### src/encoderPkg.sv
package encoderPkg;

	localparam int stageCount = 15;
	localparam int framesPerTrigger = 2;	// Frame-done pulses per frame-ready

	// Processing blocks of the encoder
	typedef enum logic [3:0]
	{
		autocorr,
		lag,
		levinson,
		az,
		quaLsp,
		intLpc,
		intQlpc,
		math1,
		percVar,
		weightAz,
		residu,
		synFilt,
		pitchOl,
		math2,
		math3
	} stageId;

	// One bit per block, autocorr in the MSB
	typedef struct packed
	{
		logic autocorr;
		logic lag;
		logic levinson;
		logic az;
		logic quaLsp;
		logic intLpc;
		logic intQlpc;
		logic math1;
		logic percVar;
		logic weightAz;
		logic residu;
		logic synFilt;
		logic pitchOl;
		logic math2;
		logic math3;
	} stageVector;

	// Step value doubles as the math-select code
	typedef enum logic [4:0]
	{
		stepAutocorr, stepLag, stepLevinson, stepAz, stepQuaLsp,
		stepIntLpc, stepIntQlpc, stepMath1, stepPercVar,
		stepWeightAz1, stepWeightAz2, stepResidu1, stepSynFilt1,
		stepWeightAz3, stepWeightAz4, stepResidu2, stepSynFilt2,
		stepPitchOl, stepMath2,
		stepWeightAz5, stepWeightAz6, stepMath3, stepSynFilt3, stepSynFilt4
	} encoderStep;

	typedef logic [5:0] mathSel;
	typedef logic [15:0] subframeIndex;

	typedef enum logic [2:0]
	{
		sIdle,
		sWaitFrame,
		sLaunch,
		sBusy,
		sLoopCheck,
		sFinish
	} controlState;

	typedef struct packed
	{
		logic tOpLoad;	// Open-loop pitch lag
		logic t0RangeLoad;	// T0 min/max search range
		logic addrLoad;	// A and Aq coefficient addresses
		logic clearRegs;
	} regControl;

	// One-hot vector for a single block
	function automatic stageVector stageMask(input stageId s);
		logic [stageCount-1:0] mask;
		mask = '0;
		mask[stageCount - 1 - int'(s)] = 1'b1;
		return stageVector'(mask);
	endfunction

endpackage
### src/encoderSequencer.sv
`timescale 1ns/1ps

module encoderSequencer
	import encoderPkg::*;
#(
	parameter int unsigned frameLength = 80,
	parameter int unsigned subframeLength = 40
)
(
	input logic clock,
	input logic reset,
	input logic start,
	input logic divErr,
	input logic frameDone,
	input stageVector stageDone,
	output stageVector stageReady,
	output mathSel mathSelect,
	output regControl regCtrl,
	output logic done
);

	logic frameReady;
	logic launch;
	logic abort;
	stageId launchStage;
	logic stepDone;
	logic clearIndex;
	logic stepIndex;
	logic lastSubframe;

	frameGate u_frameGate
	(
		.clock (clock),
		.reset (reset),
		.start (start),
		.frameDone (frameDone),
		.frameReady (frameReady)
	);

	encoderControl u_encoderControl
	(
		.clock (clock),
		.reset (reset),
		.start (start),
		.divErr (divErr),
		.frameReady (frameReady),
		.stepDone (stepDone),
		.lastSubframe (lastSubframe),
		.launch (launch),
		.abort (abort),
		.clearIndex (clearIndex),
		.stepIndex (stepIndex),
		.done (done),
		.launchStage (launchStage),
		.mathSelect (mathSelect),
		.regCtrl (regCtrl)
	);

	stageDispatch u_stageDispatch
	(
		.clock (clock),
		.reset (reset),
		.launch (launch),
		.abort (abort),
		.launchStage (launchStage),
		.stageDone (stageDone),
		.stageReady (stageReady),
		.stepDone (stepDone)
	);

	subframeCounter #(
		.frameLength (frameLength),
		.subframeLength (subframeLength)
	) u_subframeCounter
	(
		.clock (clock),
		.reset (reset),
		.clearIndex (clearIndex),
		.stepIndex (stepIndex),
		.lastSubframe (lastSubframe),
		.index ()	// Offset only needed for the loop test here
	);

endmodule

### src/encoderControl.sv
`timescale 1ns/1ps

module encoderControl
	import encoderPkg::*;
(
	input logic clock,
	input logic reset,
	input logic start,
	input logic divErr,
	input logic frameReady,
	input logic stepDone,
	input logic lastSubframe,
	output logic launch,
	output logic abort,
	output logic clearIndex,
	output logic stepIndex,
	output logic done,
	output stageId launchStage,
	output mathSel mathSelect,
	output regControl regCtrl
);

	controlState state;
	controlState nextState;
	encoderStep currentStep;
	encoderStep nextStep;
	logic stepEnd;

	// Block that serves each step
	function automatic stageId stepStage(input encoderStep step);
		case (step)
			stepAutocorr: return autocorr;
			stepLag: return lag;
			stepLevinson: return levinson;
			stepAz: return az;
			stepQuaLsp: return quaLsp;
			stepIntLpc: return intLpc;
			stepIntQlpc: return intQlpc;
			stepMath1: return math1;
			stepPercVar: return percVar;
			stepWeightAz1, stepWeightAz2, stepWeightAz3,
			stepWeightAz4, stepWeightAz5, stepWeightAz6: return weightAz;
			stepResidu1, stepResidu2: return residu;
			stepSynFilt1, stepSynFilt2, stepSynFilt3, stepSynFilt4: return synFilt;
			stepPitchOl: return pitchOl;
			stepMath2: return math2;
			stepMath3: return math3;
			default: return autocorr;
		endcase
	endfunction

	//////////////////////////////////////////////////
	// Step sequencing
	//////////////////////////////////////////////////

	always_comb
	begin
		nextState = state;
		nextStep = currentStep;
		case (state)
			sIdle:
				if (start)
					nextState = sWaitFrame;
			sWaitFrame:
				if (frameReady)
				begin
					nextStep = stepAutocorr;
					nextState = sLaunch;
				end
			sLaunch:
				nextState = sBusy;
			sBusy:
				if (stepDone)
				begin
					if (currentStep == stepSynFilt4)
						nextState = sLoopCheck;	// End of a subframe
					else
					begin
						nextStep = encoderStep'(currentStep + 1'b1);
						nextState = sLaunch;
					end
				end
			sLoopCheck:
				if (lastSubframe)
					nextState = sFinish;
				else
				begin
					nextStep = stepWeightAz5;	// Back to top of subframe loop
					nextState = sLaunch;
				end
			sFinish:
				nextState = sIdle;
			default:
				nextState = sIdle;
		endcase
		if (divErr)
			nextState = sIdle;	// Abort from anywhere
	end

	always_ff @(posedge clock)
	begin
		if (reset)
		begin
			state <= sIdle;
			currentStep <= stepAutocorr;
		end
		else
		begin
			state <= nextState;
			currentStep <= nextStep;
		end
	end

	//////////////////////////////////////////////////
	// Outputs
	//////////////////////////////////////////////////

	assign stepEnd = (state == sBusy) && stepDone;

	assign launch = state == sLaunch;
	assign abort = divErr;
	assign clearIndex = (state == sIdle) || divErr;
	assign stepIndex = (state == sLoopCheck) && !lastSubframe;
	assign done = state == sFinish;
	assign launchStage = stepStage(currentStep);
	assign mathSelect = mathSel'(currentStep);	// Held until next launch

	always_comb
	begin
		regCtrl = '0;
		regCtrl.tOpLoad = stepEnd && (currentStep == stepPitchOl);
		regCtrl.t0RangeLoad = stepEnd && (currentStep == stepMath2);
		regCtrl.addrLoad = stepEnd && (currentStep == stepMath2);
		regCtrl.clearRegs = state == sIdle;
	end

endmodule

### src/subframeCounter.sv
`timescale 1ns/1ps

module subframeCounter
	import encoderPkg::*;
#(
	parameter int unsigned frameLength = 80,
	parameter int unsigned subframeLength = 40
)
(
	input logic clock,
	input logic reset,
	input logic clearIndex,
	input logic stepIndex,
	output logic lastSubframe,
	output subframeIndex index
);

	// Sample offset of the running subframe
	always_ff @(posedge clock)
	begin
		if (reset || clearIndex)
			index <= '0;
		else if (stepIndex)
			index <= index + subframeIndex'(subframeLength);
	end

	// Next step would run past the frame
	assign lastSubframe = (32'(index) + subframeLength) >= frameLength;

endmodule

### src/stageDispatch.sv
`timescale 1ns/1ps

module stageDispatch
	import encoderPkg::*;
(
	input logic clock,
	input logic reset,
	input logic launch,
	input logic abort,
	input stageId launchStage,
	input stageVector stageDone,
	output stageVector stageReady,
	output logic stepDone
);

	logic busy;
	stageId busyStage;
	logic busyDone;

	// Only the busy block's done counts
	assign busyDone = busy && ((stageDone & stageMask(busyStage)) != '0);

	//////////////////////////////////////////////////
	// Ready strobe and busy tracking
	//////////////////////////////////////////////////

	always_ff @(posedge clock)
	begin
		if (reset || abort)
		begin
			busy <= 1'b0;
			stageReady <= '0;
			stepDone <= 1'b0;
		end
		else
		begin
			stageReady <= launch ? stageMask(launchStage) : '0;	// One-cycle strobe
			stepDone <= busyDone;
			if (launch)
				busy <= 1'b1;
			else if (busyDone)
				busy <= 1'b0;
		end
	end

	// Which block is running
	always_ff @(posedge clock)
	begin
		if (launch)
			busyStage <= launchStage;
	end

endmodule

### src/frameGate.sv
`timescale 1ns/1ps

module frameGate
	import encoderPkg::*;
(
	input logic clock,
	input logic reset,
	input logic start,
	input logic frameDone,
	output logic frameReady
);

	localparam int countWidth = $clog2(framesPerTrigger);

	logic armed;
	logic frameDoneQ;	// Registered frame pulse
	logic [countWidth-1:0] frameCount;
	logic countWrap;

	// Second pulse of the pair closes the count
	assign countWrap = armed && frameDoneQ && (frameCount == countWidth'(framesPerTrigger - 1));

	//////////////////////////////////////////////////
	// Arming and pulse capture
	//////////////////////////////////////////////////

	always_ff @(posedge clock)
	begin
		if (reset)
		begin
			armed <= 1'b0;
			frameDoneQ <= 1'b0;
		end
		else
		begin
			if (start)
				armed <= 1'b1;	// Stays armed until reset
			frameDoneQ <= frameDone;
		end
	end

	//////////////////////////////////////////////////
	// Pulse counter and trigger
	//////////////////////////////////////////////////

	always_ff @(posedge clock)
	begin
		if (reset)
		begin
			frameCount <= '0;
			frameReady <= 1'b0;
		end
		else
		begin
			frameReady <= countWrap;
			if (countWrap)
				frameCount <= '0;
			else if (armed && frameDoneQ)
				frameCount <= frameCount + 1'b1;
		end
	end

endmodule

### config.mk
export PLATFORM = sky130hd
export DESIGN_NAME = encoderSequencer
export DESIGN_NICKNAME = d
export VERILOG_FILES = /design/src/encoderPkg.sv /design/src/encoderSequencer.sv /design/src/encoderControl.sv /design/src/subframeCounter.sv /design/src/stageDispatch.sv /design/src/frameGate.sv
export SDC_FILE = /design/constraint.sdc
export NUM_CORES = 1
export LEC_CHECK = 0
export BUFFER_PORTS_ARGS = -buffer_cell sky130_fd_sc_hd__buf_2
export CORE_ASPECT_RATIO = 1.1
export CORE_MARGIN = 2
export CORE_UTILIZATION = 25
export CTS_BUF_LIST = sky130_fd_sc_hd__clkbuf_8
export CTS_CLUSTER_DIAMETER = 120
export DETAILED_ROUTE_END_ITERATION = 16
export PLACE_DENSITY_LB_ADDON = 0.1
export SLEW_MARGIN = 5
export SYNTH_ARGS = -nofsm -noshare
export SYNTH_HDL_FRONTEND = slang
export SYNTH_SLANG_ARGS = --single-unit
### constraint.sdc
create_clock -name clock -period 2.77 [get_ports clock]
set_input_delay 0.554 -clock clock [delete_from_list [all_inputs] [get_ports clock]]
set_output_delay 0.554 -clock clock [all_outputs]
set_load 0.05 [all_outputs]
; ---- After elaboration in Yosys (flattened, before gate mapping)
; Memories as Yosys holds them, arrays and structs flattened. A register that Yosys moved wholly into a read port is not among the register bits.
; Index checks and enable logic that the tools add are counted.
[totals]
ff_bits = 49
rom_bits = 128
output_inout_bits = 26
word_cells = 93
memories = 1
[op_classes]
n_addsub = 6
order_cmp = 5
n_eq_ne = 13
n_mux = 19
bitwise = 2
n_reduce_logical = 22
[mem_list]
columns = name, depth, width, read_ports, rd_clocked_by_memory_dff, wr, line
row1 = (no name shown), 32, 4, 1, 1, 0, encoderControl.sv:31  ; case (step)
[op_table]
columns = cell, count
row1 = $ge 32x1->1 const B, 2
row2 = $lt 32x6->1 const B, 2
row3 = $ge 32x7->1 const B, 1
row4 = $mux 5, 6
row5 = $add 16x6->17 const B, 1
row6 = $add 16x6->16 const B, 1
row7 = $and 15x15->15, 1
row8 = $eq 5x5->1 const B, 3
row9 = $mux 3, 5
row10 = $pmux 3 s5, 1
row11 = $pmux 5 s3, 1
row12 = $reduce_bool 15->1, 1
row13 = $sub 4x4->5 const A, 2
row14 = $logic_and 1x1->1, 9
row15 = $demux 1 s4, 2
row16 = $ne 2x2->1 const B, 4
row17 = $eq 3x2->1 const B, 2
row18 = $eq 3x3->1 const B, 2
row19 = $reduce_or 2->1, 3
row20 = $add 5x1->5 const B, 1
row21 = $reduce_and 5->1, 1
row22 = $mux 1, 4
row23 = $eq 3x1->1 const B, 1
row24 = $logic_not 3->1, 1
row25 = 8 further kinds, 10

; ---- Longest topological paths before layout
[depth]
ltp_word = 10
ltp_mapped = 14
depth_no_buf = 14

; ---- Hierarchy
; A second synthesis with hierarchy kept.
[unflattened]
cells_unflattened = 313
hier_area_um2 = 2822.7
[modules_own_cells]
columns = module, instances, cells_each, area_each_um2, seq_area_each_um2
row1 = encoderControl, 1, 116, 977.2, 240.2
row2 = subframeCounter, 1, 115, 922.1, 260.2
row3 = stageDispatch, 1, 71, 793.3, 460.4
row4 = frameGate, 1, 11, 130.1, 80.1

; ---- Worst setup path after synthesis
; Ideal clock, no wire load.
[synth_path]
kind = register to register
startpoint = reg u_encoderControl.currentStep[0]
endpoint = reg, netlist name u_encoderControl.launchStage[0]
setup_ns = 0.133
arrival_ns = 2.918
t_required_ns = 2.637
setup_slack_ns = -0.281
stages_incl_launch_ff = 13
period_less_slack_ns = 3.051
cell_sequence = dfxtp_1 ha_1 and4b_1 a2bb2oi_1 or2_1 buf_2 nor3_1 a311oi_2 inv_1 ha_1 and3_1 o31ai_1 mux2i_1
[synth_between]
elab_chain_cells = 6
elab_cells_between_ends = 9
cone_classes = add/sub: 1 / eq/ne: 2 / mux: 5 / reduce/logical: 1
[synth_lines]
columns = element, line
row1 = start: declaration, encoderControl.sv:25  ; encoderStep currentStep;
row2 = start signal: assignment, encoderControl.sv:105  ; currentStep <= stepAutocorr;
row3 = start signal: assignment, encoderControl.sv:110  ; currentStep <= nextStep;
row4 = $add 5x1->5, encoderControl.sv:79  ; nextStep = encoderStep'(currentStep + 1'b1);
row5 = $mux 5, encoderControl.sv:75  ; if (currentStep == stepSynFilt4)
row6 = $mux 5, encoderControl.sv:73  ; if (stepDone)
row7 = $pmux 5 s3, encoderControl.sv:60  ; case (state)
row8 = $mux 5 (no line) * (2 in a row), n/a
; Mark *: on every way between the ends. The rest lies on a longest branch, timed or not. The select of a mux whose other input is x is not followed.
; A chain may end at the register's enable or synchronous reset.

; ---- Worst setup path after layout
[layout_path]
startpoint = reg u_subframeCounter.index[4]
endpoint = reg, netlist name u_encoderControl.launchStage[0]
[layout_between]
elab_chain_cells = 6
[layout_lines]
columns = element, line
row1 = start: declaration, subframeCounter.sv:15  ; output subframeIndex index
row2 = start signal: assignment, subframeCounter.sv:24  ; index <= index + subframeIndex'(subframeLength);
row3 = $add 16x6->17, subframeCounter.sv:28  ; assign lastSubframe = (32'(index) + subframeLength) >= frameLength;
row4 = $ge 32x7->1, subframeCounter.sv:28
row5 = $ne 2x2->1 (no line), n/a
row6 = $reduce_and 5->1 (no line), n/a
row7 = $mux 5 (no line) (2 in a row), n/a
; No other way between the ends.

==> results.sh <==
export IMPL_status="finished clean"
export IMPL_power_switching_uw=298
export IMPL_reg2reg_slack_ps=80
export IMPL_stdcell_area_um2=3320
export IMPL_cp_endpoint="u_encoderControl.launchStage[0]"
export IMPL_fin_crit_sh_pct=97.3
export IMPL_ctsHtreeMaxLevel=2
export IMPL_first_global_vias=2151
export IMPL_setup_violations=0
export IMPL_drive_gt1_share_pct=38.2
export IMPL_cts_buffers=5
export IMPL_vias=2123
export IMPL_fin_nets=375
export IMPL_r2r_end="u_encoderControl.launchStage[0]"
export IMPL_crit_start="u_subframeCounter.index[4]"
export IMPL_dpl_hpwl_um=4810
export IMPL_start_util_pct=25.5
export IMPL_synthTopCellsByArea="dfxtp_1 (37%), nor2_1 (5.1%), edfxtp_1 (4.8%)"
export IMPL_synthesis_instances=271
export IMPL_path_buf_inv=3
export IMPL_clock_sinks=50
export IMPL_cellPowerDensity_nw_per_um2=371
export IMPL_antenna_found_initial=0
export IMPL_portBuffers=44
export IMPL_die_width_um=99.4
export IMPL_core_um2=9790
export IMPL_syn_nets=299
export IMPL_slew_viol_final=0
export IMPL_grt_max_degree=20
export IMPL_drtIter0Drc=93
export IMPL_diodes=0
export IMPL_areaGrowthSynthToFinish_pct=32.6
export IMPL_reg2reg_depth=14
export IMPL_setup_ws_ps=75.6
export IMPL_placementRows=38
export IMPL_arrival_ps=2880
export IMPL_p_sw_share_pct=24.2
export IMPL_p_clk_share_pct=36.3
export IMPL_cts_tree="built"
export IMPL_drc=0
export IMPL_preCtsSetupSlack_ps=-19.5
export IMPL_synth_top_cell_by_area="dfxtp_1"
export IMPL_cts_root_buf="clkbuf_8"
export IMPL_p_int_uw=932
export IMPL_r2r_start="u_subframeCounter.index[4]"
export IMPL_maxSlewHeadroom_pct=64.1
export IMPL_synth_warnings=0
export IMPL_postLayoutCoreUtil_pct=33.9
export IMPL_crit_fanout=5
export IMPL_finalCriticalPeriod_ps=2690
export IMPL_endpoint_kind="register"
export IMPL_crit_path_cell_trace="inv_4 > ha_4 > nor2b_4 > nand3_2 > o221ai_2 > and3_4 > nand3_4 > buf_4 > a21oi_2 > inv_1 > ha_4 > and3_4 > o31ai_2 > mux2i_1"
export IMPL_critPathTopFamily="simple AND/OR/NAND/NOR gates"
export IMPL_drt_wirelength_per_cell_um=13.3
export IMPL_gp_congestion=0.796
export IMPL_die_area_um2=10800
export IMPL_synth_area_um2=2500
export IMPL_ys_ff_latch=50
export IMPL_via_per_inst=4.54
export IMPL_place_area_um2=3060
export IMPL_rsz0062_at_grt="true"
export IMPL_pwr_share_seq_pct=59.3
export IMPL_clkTransAtPathRegs_ps=100
export IMPL_setup_tns_ps=0
export IMPL_required_ps=2950
export IMPL_max_freq_mhz=371
export IMPL_syn_avg_cell_area_um2=9.23
export IMPL_critPathSlowestCell="dfxtp_4"
export IMPL_critPathLaunchType="register"
export IMPL_die_height_um=109
export IMPL_overflow=0
export IMPL_async_flop_share_pct=0
export IMPL_synth_edf_count=4
export IMPL_worst_pin_slew_ps=533
export IMPL_worstSetupPathDepth=14
export IMPL_cap_violations=0
export IMPL_grt_pass1_wl_um=10500
export IMPL_fin_worst_skew_ps=13.3
export IMPL_pwr_share_comb_pct=4.4
export IMPL_yosysSeqAreaShare_pct=41.6
export IMPL_wirelength_um=6240
export IMPL_grt_total_usage_pct=12.1
export IMPL_peakVddDrop_mv=0.199
export IMPL_hold_viol=0
export IMPL_clkLatencyLatePin_ps=310
export IMPL_ant_nets=0
export IMPL_leakage_nw=1.37
export IMPL_boundaryPins=46
export IMPL_max_stage_delay_ps=410
export IMPL_synthDistinctLibCells=64
export IMPL_clock_path_buffers=2
export IMPL_synth_top_area_share_pct=36.8
export IMPL_first_pass_iters=4
export IMPL_synth_flop_cell="dfxtp_1"
export IMPL_hold_path_class="reg -> reg"
export IMPL_worst_setup_path_type="reg -> reg"
==> state kept, by name, summed over array words and instances, names as in the netlist <==
register and count:
u_stageDispatch.stageReady 15, u_subframeCounter.index 13, u_encoderControl.currentStep 5, u_encoderControl.launchStage 4, u_stageDispatch.busyStage 4, u_encoderControl.state 3, u_frameGate.armed 1, u_frameGate.frameCount 1
u_frameGate.frameDoneQ 1, u_frameGate.frameReady 1, u_stageDispatch.busy 1, u_stageDispatch.stepDone 1
==> synth_stat cells (2+ instances only) <==
cell and number:
or2_2 4, nand2_1 18, nor4_1 2, xnor2_1 5
edfxtp_1 4, and3_1 6, a21o_1 2, o31ai_1 2
nor3_1 10, or2_1 2, a211oi_1 4, or3_1 2
xor2_1 5, inv_1 10, mux2i_1 4, buf_2 2
dfxtp_1 46, ha_1 8, buf_4 3, nor2_1 34
clkbuf_1 4, o21ai_0 7, nor3b_1 3, and2_1 13
nor2b_1 3, and2_4 2, mux4_2 3, a21oi_1 13
nand2b_1 4, a2bb2oi_1 2, nand3_1 11
==> worst register-to-register path, cell delays in order, from the launching register on <==
cell and delay (ps):
dfxtp_4 410, inv_4 40, ha_4 250, nor2b_4 140
nand3_2 90, o221ai_2 220, and3_4 220, nand3_4 90
buf_4 160, a21oi_2 130, inv_1 100, ha_4 250
and3_4 140, o31ai_2 220, mux2i_1 100
==> logic make-up (layout without fill, tap and decap cells) <==
kind of cell,Yosys count,after routing,synth area share [%]
AO/OA/AOI/OAI,50,50,15.2
multiplexers,8,8,4.75
buffers and inverters,21,98,4.00
other,1,1,0.150
XOR/XNOR,10,10,3.50
AND/OR/NAND/NOR,123,123,26.8
adder cells (fa/ha/maj),8,8,4.00
flip-flops,50,50,41.6
==> how the worst min path moves through the flow <==
stage                    startpoint                       end  slack (ps)  cells after the start
6_report       u_stageDispatch.busy  u_stageDispatch.stepDone         440                      2
5_1_grt                   frameDone    u_frameGate.frameDoneQ         450                      2
4_1_cts        u_stageDispatch.busy  u_stageDispatch.stepDone         440                      2
3_5_place_dp   u_stageDispatch.busy  u_stageDispatch.stepDone         430                      2
3_3_place_gp   u_stageDispatch.busy  u_stageDispatch.stepDone         420                      2
2_1_floorplan  u_stageDispatch.busy  u_stageDispatch.stepDone         410                      2
==> metrics by stage <==
step	cells	hold WS (ps)	total power, mW
floorplan	271	410	0.781
global placement	454	418	0.803
detailed placement	454	426	0.803
CTS	462	440	1.26
global route	468	452	1.29
finish	468	438	1.23
==> power by group through the flow <==
stage                     registers, mW  clock network, mW  logic (mW)
final                             0.730              0.447      0.0540
after global routing              0.731              0.499      0.0597
after CTS                         0.732              0.474      0.0547
after detailed placement          0.749                  0      0.0544
after global placement            0.749                  0      0.0541
after floorplan                   0.747                  0      0.0341
==> cells in the final DEF, fill, tap and decap left out, types with 3 or more instances in the layout <==
cell      instances
buf_2            44
dfxtp_1          38
nor2_1           34
buf_4            34
nand2_1          18
and2_1           13
a21oi_1          11
nor3_1           10
nand3_1           9
inv_1             8
o21ai_0           7
xor2_1            5
xnor2_1           5
clkbuf_8          5
nand2b_1          4
and3_1            4
or2_2             4
mux2i_1           4
ha_4              4
dfxtp_4           4
dfxtp_2           4
edfxtp_1          4
a21oi_2           3
nor3b_1           3
a211oi_1          3
mux4_2            3
ha_1              3
==> per-layer routing <==
metal  vias up  track usage, %  wire [µm]
met1       960            14.7       2840
met5         -               0          0
met2        50            21.0       2980
li1       1105               -          -
met4         0            4.89        133
met3         8            2.24        277
==> cell type report <==
type                    count  area [µm²]
well taps                 120         150
repair buffers             79         487
inverters                  11        43.8
flip-flops and latches     50        1060
clock inverters             3        22.5
multi-input cells         200        1480
clock buffers               5        68.8
fillers                  1034        6480
==> what timing repair did <==
action	CTS	global route
gates resized for setup	5	22
pin swaps	0	12
buffers inserted	0	6
endpoints found under the setup margin	1	2
hold buffers	0	0
Note: power is estimated with default switching activity, not from simulation.
